$ cat config.mk
export PLATFORM = sky130hd
export DESIGN_NAME = dcache_hit
export DESIGN_NICKNAME = d
export VERILOG_FILES = /design/src/dcache_cfg_pkg.sv /design/src/dcache_bus_pkg.sv /design/src/dcache_req_decode.sv /design/src/dcache_miss_fsm.sv /design/src/dcache_result.sv /design/src/dcache_hit.sv
export VERILOG_INCLUDE_DIRS = /design/src
export SDC_FILE = /design/constraint.sdc
export NUM_CORES = 1
export LEC_CHECK = 0
export ABC_AREA = 1
export BUFFER_PORTS_ARGS = -buffer_cell sky130_fd_sc_hd__buf_4
export CAP_MARGIN = 20
export CORE_AREA = 10 10 153 155
export DETAILED_ROUTE_END_ITERATION = 8
export DIE_AREA = 0 0 163 165
export HOLD_SLACK_MARGIN = 0.15
export PLACE_DENSITY = 0.81
export SLEW_MARGIN = 20
export SYNTH_ARGS = -nofsm -noshare
export SYNTH_HDL_FRONTEND = slang
export SYNTH_HIERARCHICAL = 1
export SYNTH_SLANG_ARGS = --single-unit
$ cat constraint.sdc
create_clock -name clk_i -period 3.7 [get_ports clk_i]
set_input_delay 0.185 -clock clk_i [delete_from_list [all_inputs] [get_ports clk_i]]
set_output_delay 0.185 -clock clk_i [all_outputs]
set_load 0.02 [all_outputs]
$ cat src/dcache_hit_macros.svh
`ifndef DCACHE_HIT_MACROS_SVH
`define DCACHE_HIT_MACROS_SVH

// data word width
`define DCACHE_XLEN       32

// physical address width
`define DCACHE_PLEN       32

// one cache line
`define DCACHE_LINE_BITS  128

// associativity
`define DCACHE_WAYS       2

// sets per way
`define DCACHE_SETS       64

`endif

$ cat src/dcache_cfg_pkg.sv
`include "dcache_hit_macros.svh"

package dcache_cfg_pkg;

  ////////////////////////////////////////////////////////////////////////////
  // derived geometry
  ////////////////////////////////////////////////////////////////////////////

  localparam int WORDS_PER_LINE = `DCACHE_LINE_BITS / `DCACHE_XLEN;

  // word select within a line
  localparam int OFFS_BITS      = $clog2(WORDS_PER_LINE);

  // byte address within a line
  localparam int BLK_OFFS_BITS  = $clog2(`DCACHE_LINE_BITS / 8);

  localparam int IDX_BITS       = $clog2(`DCACHE_SETS);
  localparam int TAG_BITS       = `DCACHE_PLEN - IDX_BITS - BLK_OFFS_BITS;

  ////////////////////////////////////////////////////////////////////////////
  // address and data fields
  ////////////////////////////////////////////////////////////////////////////

  typedef logic [`DCACHE_PLEN-1:0]           adr_t;
  typedef logic [`DCACHE_XLEN-1:0]           word_t;
  typedef logic [`DCACHE_XLEN/8-1:0]         be_t;
  typedef logic [`DCACHE_LINE_BITS-1:0]      line_t;
  typedef logic [`DCACHE_LINE_BITS/8-1:0]    line_be_t;

  typedef logic [IDX_BITS-1:0]               idx_t;
  typedef logic [OFFS_BITS-1:0]              offs_t;
  typedef logic [TAG_BITS-1:0]               tag_t;

  // one bit per way, one-hot
  typedef logic [`DCACHE_WAYS-1:0]           ways_t;

endpackage

$ cat src/dcache_bus_pkg.sv
package dcache_bus_pkg;

  ////////////////////////////////////////////////////////////////////////////
  // core side
  ////////////////////////////////////////////////////////////////////////////

  // load/store request from the core
  typedef struct packed {
    logic                  we;
    dcache_cfg_pkg::adr_t  adr;
    dcache_cfg_pkg::be_t   be;
    dcache_cfg_pkg::word_t d;
    logic                  pma_exc;
    logic                  pmp_exc;
    logic                  misaligned;
  } core_req_t;

  typedef struct packed {
    dcache_cfg_pkg::word_t q;
    logic                  err;
    logic                  misaligned;
  } core_rsp_t;

  ////////////////////////////////////////////////////////////////////////////
  // tag and data memories
  ////////////////////////////////////////////////////////////////////////////

  // lookup result for the address on req_i
  typedef struct packed {
    logic                  hit;
    dcache_cfg_pkg::ways_t ways_hit;
    logic                  way_dirty;
    dcache_cfg_pkg::line_t line;
  } lookup_t;

  typedef struct packed {
    dcache_cfg_pkg::tag_t  tag;
    dcache_cfg_pkg::idx_t  idx;
  } mem_adr_t;

  // pending store, byte enables already line aligned
  typedef struct packed {
    dcache_cfg_pkg::idx_t     idx;
    dcache_cfg_pkg::offs_t    offs;
    dcache_cfg_pkg::word_t    data;
    dcache_cfg_pkg::line_be_t line_be;
    dcache_cfg_pkg::ways_t    ways;
  } wbuf_entry_t;

  ////////////////////////////////////////////////////////////////////////////
  // bus interface unit
  ////////////////////////////////////////////////////////////////////////////

  typedef enum logic [1:0] {
    BIU_NOP      = 2'd0,
    BIU_READWAY  = 2'd1,
    BIU_WRITEWAY = 2'd2
  } biu_cmd_e;

  // one returned word of a line fill
  typedef struct packed {
    logic                  ack;
    logic                  err;
    dcache_cfg_pkg::word_t q;
    dcache_cfg_pkg::adr_t  adr;
  } biu_rsp_t;

endpackage

$ cat src/dcache_req_decode.sv
module dcache_req_decode (
  input  logic                       clk_i,
  input  logic                       rst_ni,

  input  logic                       req_valid_i,
  input  dcache_bus_pkg::core_req_t  req_i,
  input  logic                       flush_i,

  output logic                       valid_req_o,
  output dcache_bus_pkg::mem_adr_t   mem_adr_o,
  output dcache_cfg_pkg::offs_t      offs_o,
  output dcache_bus_pkg::core_rsp_t  exc_o
);

  logic access_exc;
  logic any_exc;
  logic req_live;

  ////////////////////////////////////////////////////////////////////////////
  // qualification
  ////////////////////////////////////////////////////////////////////////////

  assign access_exc = req_i.pma_exc | req_i.pmp_exc;
  assign any_exc    = access_exc | req_i.misaligned;

  // request present and not cancelled by the pipeline
  assign req_live    = req_valid_i & ~flush_i;
  assign valid_req_o = req_live & ~any_exc;

  ////////////////////////////////////////////////////////////////////////////
  // address split
  ////////////////////////////////////////////////////////////////////////////

  assign mem_adr_o.idx = req_i.adr[dcache_cfg_pkg::BLK_OFFS_BITS +: dcache_cfg_pkg::IDX_BITS];
  assign mem_adr_o.tag = req_i.adr[$bits(dcache_cfg_pkg::adr_t)-1 -: dcache_cfg_pkg::TAG_BITS];

  // word within the line, byte bits dropped
  assign offs_o = req_i.adr[dcache_cfg_pkg::BLK_OFFS_BITS-1 -: dcache_cfg_pkg::OFFS_BITS];

  ////////////////////////////////////////////////////////////////////////////
  // exception response
  ////////////////////////////////////////////////////////////////////////////

  // no data comes back with an exception, only the flags
  always_ff @(posedge clk_i or negedge rst_ni) begin
    if (!rst_ni) begin
      exc_o <= '0;
    end else begin
      exc_o.q          <= '0;
      exc_o.err        <= req_live & access_exc;
      exc_o.misaligned <= req_live & req_i.misaligned;
    end
  end

endmodule

$ cat src/dcache_miss_fsm.sv
module dcache_miss_fsm (
  input  logic                       clk_i,
  input  logic                       rst_ni,

  input  logic                       valid_req_i,
  input  logic                       wr_i,
  input  dcache_bus_pkg::mem_adr_t   mem_adr_i,
  input  dcache_cfg_pkg::offs_t      offs_i,
  input  dcache_bus_pkg::lookup_t    lookup_i,
  input  dcache_cfg_pkg::ways_t      fill_way_i,
  input  logic                       wbuf_busy_i,
  input  logic                       biu_cmd_ack_i,
  input  dcache_bus_pkg::biu_rsp_t   biu_rsp_i,
  input  logic                       flush_i,

  output dcache_bus_pkg::biu_cmd_e   biu_cmd_o,
  output logic                       filling_o,
  output dcache_cfg_pkg::ways_t      fill_way_o,
  output logic                       evict_read_o,
  output logic                       armed_o,
  output logic                       stall_o,
  output logic                       latchmem_o
);

  localparam int PLEN     = $bits(dcache_cfg_pkg::adr_t);
  localparam int WORD_LSB = dcache_cfg_pkg::BLK_OFFS_BITS - dcache_cfg_pkg::OFFS_BITS;

  typedef enum logic [2:0] {
    ARMED    = 3'd0,
    READ     = 3'd1,
    EVICT    = 3'd2,
    RECOVER0 = 3'd3,
    RECOVER1 = 3'd4
  } state_e;

  state_e                   state_q;
  state_e                   state_d;
  dcache_bus_pkg::biu_cmd_e cmd_d;
  dcache_cfg_pkg::ways_t    fill_way_d;
  logic                     evict_read_d;
  logic                     word_match;
  logic                     rsp_done;

  // returned word belongs to the waiting load
  assign word_match = biu_rsp_i.ack &
                      (biu_rsp_i.adr[PLEN-1:WORD_LSB] == {mem_adr_i.tag, mem_adr_i.idx, offs_i});

  // stores wait for the refill and then hit in the cache
  assign rsp_done = valid_req_i & ((word_match & ~wr_i) | biu_rsp_i.err);

  ////////////////////////////////////////////////////////////////////////////
  // next state, command, stall
  ////////////////////////////////////////////////////////////////////////////

  always_comb begin
    state_d      = state_q;
    cmd_d        = biu_cmd_o;
    fill_way_d   = fill_way_o;
    evict_read_d = 1'b0;
    stall_o      = 1'b1;
    latchmem_o   = 1'b0;

    case (state_q)
      ARMED: begin
        stall_o    = valid_req_i & (~lookup_i.hit | (wr_i & wbuf_busy_i));
        latchmem_o = ~stall_o;

        // miss, only once the write buffer has drained
        if (valid_req_i && !lookup_i.hit && !wbuf_busy_i) begin
          fill_way_d = fill_way_i;
          cmd_d      = dcache_bus_pkg::BIU_READWAY;
          if (lookup_i.way_dirty) begin
            // old line is read out for the evict buffer
            state_d      = EVICT;
            evict_read_d = 1'b1;
          end else begin
            state_d = READ;
          end
        end
      end

      READ, EVICT: begin
        stall_o    = ~flush_i & ~rsp_done;
        latchmem_o = ~stall_o;

        if (biu_cmd_ack_i || biu_rsp_i.err) begin
          state_d = RECOVER0;
          // write back the victim once the new line is in
          if (state_q == EVICT && biu_cmd_ack_i) begin
            cmd_d = dcache_bus_pkg::BIU_WRITEWAY;
          end else begin
            cmd_d = dcache_bus_pkg::BIU_NOP;
          end
        end
      end

      // index back on the memories
      RECOVER0: begin
        state_d = RECOVER1;
        cmd_d   = dcache_bus_pkg::BIU_NOP;
      end

      // latch the refreshed tag and data outputs
      RECOVER1: begin
        state_d    = ARMED;
        latchmem_o = 1'b1;
      end

      default: begin
        state_d = ARMED;
        cmd_d   = dcache_bus_pkg::BIU_NOP;
      end
    endcase
  end

  ////////////////////////////////////////////////////////////////////////////
  // state registers
  ////////////////////////////////////////////////////////////////////////////

  always_ff @(posedge clk_i or negedge rst_ni) begin
    if (!rst_ni) begin
      state_q      <= ARMED;
      biu_cmd_o    <= dcache_bus_pkg::BIU_NOP;
      fill_way_o   <= '0;
      evict_read_o <= 1'b0;
    end else begin
      state_q      <= state_d;
      biu_cmd_o    <= cmd_d;
      fill_way_o   <= fill_way_d;
      evict_read_o <= evict_read_d;
    end
  end

  assign armed_o   = (state_q == ARMED);
  assign filling_o = (state_q == READ) || (state_q == EVICT);

endmodule

$ cat src/dcache_result.sv
module dcache_result (
  input  logic                        clk_i,
  input  logic                        rst_ni,

  input  logic                        valid_req_i,
  input  logic                        wr_i,
  input  dcache_bus_pkg::mem_adr_t    mem_adr_i,
  input  dcache_cfg_pkg::offs_t       offs_i,
  input  dcache_cfg_pkg::be_t         be_i,
  input  dcache_cfg_pkg::word_t       d_i,
  input  dcache_bus_pkg::lookup_t     lookup_i,
  input  dcache_bus_pkg::biu_rsp_t    biu_rsp_i,
  input  logic                        armed_i,
  input  logic                        filling_i,
  input  dcache_bus_pkg::core_rsp_t   exc_i,
  input  logic                        flush_i,
  input  logic                        wbuf_ready_i,

  output logic                        wbuf_valid_o,
  output dcache_bus_pkg::wbuf_entry_t wbuf_o,
  output logic                        wbuf_busy_o,
  output logic                        rsp_valid_o,
  output dcache_bus_pkg::core_rsp_t   rsp_o
);

  localparam int PLEN     = $bits(dcache_cfg_pkg::adr_t);
  localparam int XLEN     = $bits(dcache_cfg_pkg::word_t);
  localparam int WORD_LSB = dcache_cfg_pkg::BLK_OFFS_BITS - dcache_cfg_pkg::OFFS_BITS;

  logic                  word_match;
  logic                  hit_ack;
  logic                  fill_ack;
  logic                  fill_err;
  logic                  wr_hit;
  logic                  bypass;
  dcache_cfg_pkg::line_t wbuf_line;
  dcache_cfg_pkg::line_t line_merged;
  dcache_cfg_pkg::word_t cache_q;
  logic                  rsp_valid_q;
  logic                  rsp_err_q;
  dcache_cfg_pkg::word_t rsp_q;
  logic                  armed_q;

  ////////////////////////////////////////////////////////////////////////////
  // acknowledge
  ////////////////////////////////////////////////////////////////////////////

  assign wbuf_busy_o = wbuf_valid_o & ~wbuf_ready_i;

  assign word_match = biu_rsp_i.ack &
                      (biu_rsp_i.adr[PLEN-1:WORD_LSB] == {mem_adr_i.tag, mem_adr_i.idx, offs_i});

  // a store hit waits while the buffer is held
  assign hit_ack  = armed_i & valid_req_i & lookup_i.hit & ~(wr_i & wbuf_busy_o);
  assign fill_ack = filling_i & valid_req_i & ~wr_i & word_match;
  assign fill_err = filling_i & valid_req_i & biu_rsp_i.err;
  assign wr_hit   = hit_ack & wr_i;

  ////////////////////////////////////////////////////////////////////////////
  // write buffer
  ////////////////////////////////////////////////////////////////////////////

  always_ff @(posedge clk_i or negedge rst_ni) begin
    if (!rst_ni) begin
      wbuf_valid_o <= 1'b0;
    end else if (flush_i) begin
      wbuf_valid_o <= 1'b0;
    end else if (wr_hit) begin
      wbuf_valid_o <= 1'b1;
    end else if (wbuf_ready_i) begin
      wbuf_valid_o <= 1'b0;
    end
  end

  always_ff @(posedge clk_i) begin
    if (wr_hit) begin
      wbuf_o.idx     <= mem_adr_i.idx;
      wbuf_o.offs    <= offs_i;
      wbuf_o.data    <= d_i;
      wbuf_o.line_be <= dcache_cfg_pkg::line_be_t'(be_i) << (offs_i * (XLEN / 8));
      wbuf_o.ways    <= lookup_i.ways_hit;
    end
  end

  ////////////////////////////////////////////////////////////////////////////
  // bypass and word select
  ////////////////////////////////////////////////////////////////////////////

  // memory line is stale while the store sits in the buffer
  assign bypass    = wbuf_valid_o & (wbuf_o.idx == mem_adr_i.idx) &
                     (wbuf_o.ways == lookup_i.ways_hit);
  assign wbuf_line = {dcache_cfg_pkg::WORDS_PER_LINE{wbuf_o.data}};

  always_comb begin
    line_merged = lookup_i.line;
    for (int i = 0; i < $bits(dcache_cfg_pkg::line_be_t); i++) begin
      if (bypass && wbuf_o.line_be[i]) begin
        line_merged[i*8 +: 8] = wbuf_line[i*8 +: 8];
      end
    end
  end

  assign cache_q = line_merged[offs_i * XLEN +: XLEN];

  ////////////////////////////////////////////////////////////////////////////
  // response
  ////////////////////////////////////////////////////////////////////////////

  always_ff @(posedge clk_i or negedge rst_ni) begin
    if (!rst_ni) begin
      rsp_valid_q <= 1'b0;
      rsp_err_q   <= 1'b0;
      armed_q     <= 1'b1;
    end else begin
      rsp_valid_q <= hit_ack | fill_ack | fill_err;
      rsp_err_q   <= fill_err;
      armed_q     <= armed_i;
    end
  end

  // bus word during a fill
  always_ff @(posedge clk_i) begin
    rsp_q <= filling_i ? biu_rsp_i.q : cache_q;
  end

  // exceptions count only for requests seen while armed
  assign rsp_valid_o = rsp_valid_q | (armed_q & (exc_i.err | exc_i.misaligned));
  assign rsp_o       = '{q:          rsp_q,
                         err:        rsp_err_q | (armed_q & exc_i.err),
                         misaligned: armed_q & exc_i.misaligned};

endmodule

$ cat src/dcache_hit.sv
module dcache_hit (
  input  logic                        clk_i,
  input  logic                        rst_ni,
  input  logic                        flush_i,

  // core request
  input  logic                        req_valid_i,
  output logic                        req_ready_o,
  input  dcache_bus_pkg::core_req_t   req_i,

  // tag and data memories
  input  dcache_bus_pkg::lookup_t     lookup_i,
  input  dcache_cfg_pkg::ways_t       fill_way_i,
  output dcache_bus_pkg::mem_adr_t    mem_adr_o,
  output logic                        latchmem_o,

  // write buffer
  output logic                        wbuf_valid_o,
  input  logic                        wbuf_ready_i,
  output dcache_bus_pkg::wbuf_entry_t wbuf_o,

  // bus interface
  output dcache_bus_pkg::biu_cmd_e    biu_cmd_o,
  input  logic                        biu_cmd_ack_i,
  input  dcache_bus_pkg::biu_rsp_t    biu_rsp_i,
  output logic                        filling_o,
  output dcache_cfg_pkg::ways_t       fill_way_o,
  output logic                        evict_read_o,

  // core response
  output logic                        rsp_valid_o,
  output dcache_bus_pkg::core_rsp_t   rsp_o
);

  logic                      valid_req;
  dcache_cfg_pkg::offs_t     offs;
  dcache_bus_pkg::core_rsp_t exc;
  logic                      armed;
  logic                      stall;
  logic                      wbuf_busy;

  dcache_req_decode i_decode (
    .clk_i       (clk_i),
    .rst_ni      (rst_ni),
    .req_valid_i (req_valid_i),
    .req_i       (req_i),
    .flush_i     (flush_i),
    .valid_req_o (valid_req),
    .mem_adr_o   (mem_adr_o),
    .offs_o      (offs),
    .exc_o       (exc)
  );

  dcache_miss_fsm i_miss_fsm (
    .clk_i         (clk_i),
    .rst_ni        (rst_ni),
    .valid_req_i   (valid_req),
    .wr_i          (req_i.we),
    .mem_adr_i     (mem_adr_o),
    .offs_i        (offs),
    .lookup_i      (lookup_i),
    .fill_way_i    (fill_way_i),
    .wbuf_busy_i   (wbuf_busy),
    .biu_cmd_ack_i (biu_cmd_ack_i),
    .biu_rsp_i     (biu_rsp_i),
    .flush_i       (flush_i),
    .biu_cmd_o     (biu_cmd_o),
    .filling_o     (filling_o),
    .fill_way_o    (fill_way_o),
    .evict_read_o  (evict_read_o),
    .armed_o       (armed),
    .stall_o       (stall),
    .latchmem_o    (latchmem_o)
  );

  dcache_result i_result (
    .clk_i        (clk_i),
    .rst_ni       (rst_ni),
    .valid_req_i  (valid_req),
    .wr_i         (req_i.we),
    .mem_adr_i    (mem_adr_o),
    .offs_i       (offs),
    .be_i         (req_i.be),
    .d_i          (req_i.d),
    .lookup_i     (lookup_i),
    .biu_rsp_i    (biu_rsp_i),
    .armed_i      (armed),
    .filling_i    (filling_o),
    .exc_i        (exc),
    .flush_i      (flush_i),
    .wbuf_ready_i (wbuf_ready_i),
    .wbuf_valid_o (wbuf_valid_o),
    .wbuf_o       (wbuf_o),
    .wbuf_busy_o  (wbuf_busy),
    .rsp_valid_o  (rsp_valid_o),
    .rsp_o        (rsp_o)
  );

  assign req_ready_o = ~stall;

endmodule

== Yosys cells after proc, flatten, opt, wreduce, memory -nomap -nowiden ==
Index checks and enable logic that the tools add are counted.
Word-level totals
  output and inout bits: 130
  input bits: 278
  logic and storage cells: 133
  flip-flop bits (word level): 104
Operators by class
  reductions and logical operators: 29
  equal/unequal tests: 9
  multiplexer cells: 33
  bitwise logic cells: 44
  shift operators: 2
Operators with widths (count)
  8-bit two-way mux: 16
  128-bit by 8-bit indexed part select with 32-bit output: 1
  32-bit two-way mux: 1
  30-bit == test: 1
  1-bit AND: 24
  1-bit logical AND: 19
  4-bit by 4-bit left shift with 16-bit output: 1
  1-bit inverter: 11
  1-bit bitwise OR: 9
  3-bit one-hot mux with 3 select lines: 1
  2-bit two-way mux: 4
  3-bit by 2-bit == test with 1-bit output, second input constant: 2
  6-bit == test: 1
  1-bit two-way mux: 6
  3-bit two-way mux: 2
  2-bit one-hot mux with 3 select lines: 1
  2-bit AND reduction: 2
  3-bit by 1-bit == test with 1-bit output, second input constant: 1
  3-bit == test, second input constant: 1
  3-bit logical NOT: 1
  1-bit one-hot mux with 3 select lines: 1
  3-bit AND reduction: 1
  3-bit nonzero test: 1
  2-bit == test: 1
  6 further kinds: 8

== Logic depth before layout (Yosys ltp) ==
  depth in word-level cells: 10
  mapped depth: 15
  depth with buffers taken out: 14

== By module ==
The synthesis kept the hierarchy.
By module, submodules not included
  dcache_result: cells each 1013, instances 1, area an instance 6972.9 sq um
  dcache_miss_fsm: cells each 222, instances 1, area an instance 1118.6 sq um
  dcache_req_decode: cells each 73, instances 1, area an instance 554.3 sq um
  dcache_hit: cells each 1, instances 1, area an instance 3.8 sq um

== Worst setup path after synthesis ==
No wires, ideal clock.
  kind: reg2reg
  from: register i_miss_fsm.state_q[0]
  to: register, netlist name i_result/wbuf_o[0]
  arrival: 3.348 ns
  clock period less this slack: 3.824 ns
  cell stages (with the launch flop): 6
  slack: -0.124 ns
  buffers on the path: 0
  path through: dfrtp_1 nor2_4 inv_4 nor2_4 nand4_1 nor2_1
Between the ends
  cells in the longest elaborated chain, start to end: 5
Ends and longest elaborated chain
  start: declaration: line dcache_miss_fsm.sv:36  | state_e state_q;
  start signal: assignment: line dcache_miss_fsm.sv:127  | state_q <= state_d;
  3-bit logical NOT: line dcache_miss_fsm.sv:134  | assign armed_o = (state_q == ARMED);
  named net armed: line dcache_hit.sv:38  | logic armed;
  1-bit AND (3 in series): line dcache_result.sv:54  | assign hit_ack = armed_i & valid_req_i & lookup_i.hit & ~(wr_i & wbuf_busy_o);
  1-bit AND: line dcache_result.sv:57  | assign wr_hit = hit_ack & wr_i;
  named net i_result.wr_hit: line dcache_result.sv:34  | logic wr_hit;
The timed path passes the listed nets, and every way through them passes these cells.
A chain may end at the register's enable or synchronous reset.

== Final worst setup path ==
  from: input req_i[48] (netlist name)
  to: register i_result.rsp_q[0]
Between the ends
  cells in the longest elaborated chain, start to end: 7
  elaborated cells on any way between the ends: 13
Ends and longest elaborated chain
  start: declaration: line dcache_hit.sv:9  | input dcache_bus_pkg::core_req_t req_i,
  6-bit == test (*): line dcache_result.sv:90  | assign bypass = wbuf_valid_o & (wbuf_o.idx == mem_adr_i.idx) &
  1-bit AND (*) (2 in series): line dcache_result.sv:90
  1-bit logical AND: line dcache_result.sv:97  | if (bypass && wbuf_o.line_be[i]) begin
  8-bit two-way mux: line dcache_result.sv:97
  128-bit by 8-bit indexed part select with 32-bit output (*): line dcache_result.sv:103  | assign cache_q = line_merged[offs_i * XLEN +: XLEN];
  32-bit two-way mux (*): line dcache_result.sv:123  | rsp_q <= filling_i ? biu_rsp_i.q : cache_q;
  end signal: assignment: line dcache_result.sv:123
  end: declaration: line dcache_result.sv:41  | dcache_cfg_pkg::word_t rsp_q;
Mark *: on every way between the ends. The rest lies on a longest branch, timed or not.

==> metrics.cfg <==
[status]
status = finished, final reports clean

[die]
die_w_um = 163
coreArea_um2 = 20200
dieArea_um2 = 26900
die_y_um = 165
std_cell_rows = 52
num_io_pins = 408
start_util_pct = 41.7

[sta]
clock_skew_ns = 0.0186
grt_setup_unrepaired = false
finalSetupTns_ns = 0
period_share_pct = 75.6
fmax_mhz = 357
worst_pin_slew_ns = 1.02
slew_violations = 0
maxSlewHeadroom_pct = 32.1
fin_crit_ns = 2.80
hold_violations = 0
report.final.setup_viol = 0
setup_ws_ns = 0.901

[grt]
track_usage_pct = 25.2
antenna_found_initial = 1
grt_pass1_wl_um = 54200
grt_pass1_vias = 10100
overflow = 0
grt_max_degree = 54

[worst_setup_path]
critPathMaxFanout = 30
cp_cell_sequence = dlygate4sd3_1, buf_4, inv_1, nand2_1, nand2_1, inv_1, nand3_1, nor2_4, nand3_1, nand2_1, nand3_1, nand3_1, nand3_1, nand2_1
reg2reg_slack_ns = 1.03
cpPeakStageDelay_ns = 0.66
r2r_start = i_result/wbuf_o[1]
r2r-end = i_result/rsp_q[0]
cp.required_ns = 3.98
r2r_cells = 9
critPathSlowestCell = nor2_4
cp-end-kind = flop
cpMostUsedCell = nand3_1
criticalPathCategory = in -> reg
critPathArrivalTime_ns = 3.08
start_kind = primary input

[layout]
area_growth_pct = 48.0
fillCellCount = 1728
stdcell_count = 1960
finalNetCount = 1962
postLayoutCoreUtil_pct = 61.7
seqCellArea_um2 = 2730
drive_above_1_share_pct = 27.4
multi_input_area_um2 = 4090
fin_area_um2 = 12400

[clock_network]
cts_root_buf = clkbuf_16
cts_buffer_depth = 2
cts_tree = yes
clk_pin_slew_ns = 0.09
cts_sinks = 104
htree_levels = 3
cts_buffers = 9
post_cts_buffers = 0
clock_latency_ns = 0.36

[yosys]
synth_area_per_cell_um2 = 6.59
synthesis.area_um2 = 8410
syn-num-nets = 1554
yosysWarnings = 6
syn_inst = 1276

[hold_path]
hold_depth = 4
hold-path-endpoint = i_miss_fsm/evict_read_o
min_from = lookup_i[131]
hold_class = in -> reg

[drt]
first_iter_violations = 855
post_drt_via_cell_ratio = 5.26
ant_nets = 0
dr.pass1.iters = 5
drc = 0
wl_um = 36600
via_count = 10300
wl_per_cell_um = 18.7

[placement]
place_hpwl_um = 26700
portBuffers = 403
pre_cts_ws_ns = 1.10
gp_congestion = 0.935
dp_cells = 1859
place_area_um2 = 11300

[power_and_ir_drop]
ir_drop_mv = 0.401
p_int_mw = 2.80
combPwrFrac_pct = 46.9
swShare_pct = 40.4
switchingPower_mw = 1.90
clkPwrFrac_pct = 20.0
p_per_area_nw_per_um2 = 377
share_seq_of_total_power_pct = 33.1
cellLeakagePower_nw = 6.62

[run]
cap_violations = 0

[metal layers]
layer	wire [um]	GRT usage [%]	vias up
li1	-	-	4917
met3	4090	7.69	87
met5	0	0	-
met2	18200	44.7	673
met1	13000	27.6	4638
met4	1380	10.5	0
[through the flow]
| step | hold WS [ns] | power, mW |
|---|---|---|
| detailed placement | 0.0451 | 3.66 |
| global placement | 0.0417 | 3.62 |
| finish | 0.196 | 4.69 |
| global route | 0.212 | 4.93 |
| CTS | 0.178 | 4.68 |
| floorplan | -0.111 | 2.73 |
[sequential cells by signal, indices dropped and copies added, names as in the netlist]
name / count
i_result/rsp_err_q: 1
i_result/rsp_q: 32
i_miss_fsm/fill_way_o: 2
i_result/wbuf_o: 58
i_miss_fsm/evict_read_o: 1
i_miss_fsm/state_q: 3
i_result/rsp_valid_q: 1
i_decode/exc_o: 2
i_result/wbuf_valid_o: 1
i_miss_fsm/biu_cmd_o: 2
i_result/armed_q: 1
[placed cells by master, fill, tap and decap left out, drive strengths merged, types with 2 or more instances in the layout]
master	n
clkinv	4
xnor2	26
nor4	3
xor2	12
a21oi	3
nand3	246
edfxtp	58
inv	263
nor3	18
clkbuf	9
nand4	135
dfrtp	13
dfxtp	32
o21ai	8
nor2	31
mux2	2
buf	420
dlygate4sd3	84
nand2	315
o21bai	2
[timing repair]
| item | in CTS | in global routing |
|---|---|---|
| hold buffers | 84 | 0 |
| endpoints found under the hold margin | 95 | 0 |
| gates resized for setup | 0 | 0 |
[critical path, delay by kind of cell]
| kind | cells | cell delay (ns) |
|---|---|---|
| simple gates | 10 | 2.06 |
| buf+inv | 4 | 0.82 |
[layout make-up]
class                           count  share of cell area, %
Sequential cell                   104                   22.0
Tap cell                          270                   2.72
Clock inverter                      7                  0.432
Multi-Input combinational cell    804                   32.9
Timing Repair Buffer              504                   32.3
Antenna cell                        1                 0.0201
Clock buffer                        9                   1.81
Inverter                          261                   7.89
[worst max-delay path by stage]
| stage | to | start | slack (ns) | depth (start not counted) |
|---|---|---|---|---|
| after global placement | i_result/rsp_q[0] | i_result/wbuf_o[1] | 1.11 | 9 |
| after global routing | i_result/rsp_q[1] | req_i[48] | 0.77 | 14 |
| after floorplan | i_result/wbuf_o[0] | i_miss_fsm/state_q[0] | 0.85 | 5 |
| final | i_result/rsp_q[0] | req_i[48] | 0.90 | 14 |
| after detailed placement | i_result/rsp_q[0] | i_result/wbuf_o[1] | 1.10 | 9 |
| after CTS | i_result/rsp_q[0] | req_i[48] | 0.96 | 13 |
[power groups by stage]
stage               clock (mW)  sequential [mW]  combinational [mW]
floorplan                    0             1.81               0.916
global placement             0             1.56                2.06
detailed placement           0             1.57                2.08
CTS                      0.962             1.55                2.17
global route             0.993             1.57                2.37
finish                   0.937             1.56                2.20
Note: power is estimated with default switching activity, not from simulation.
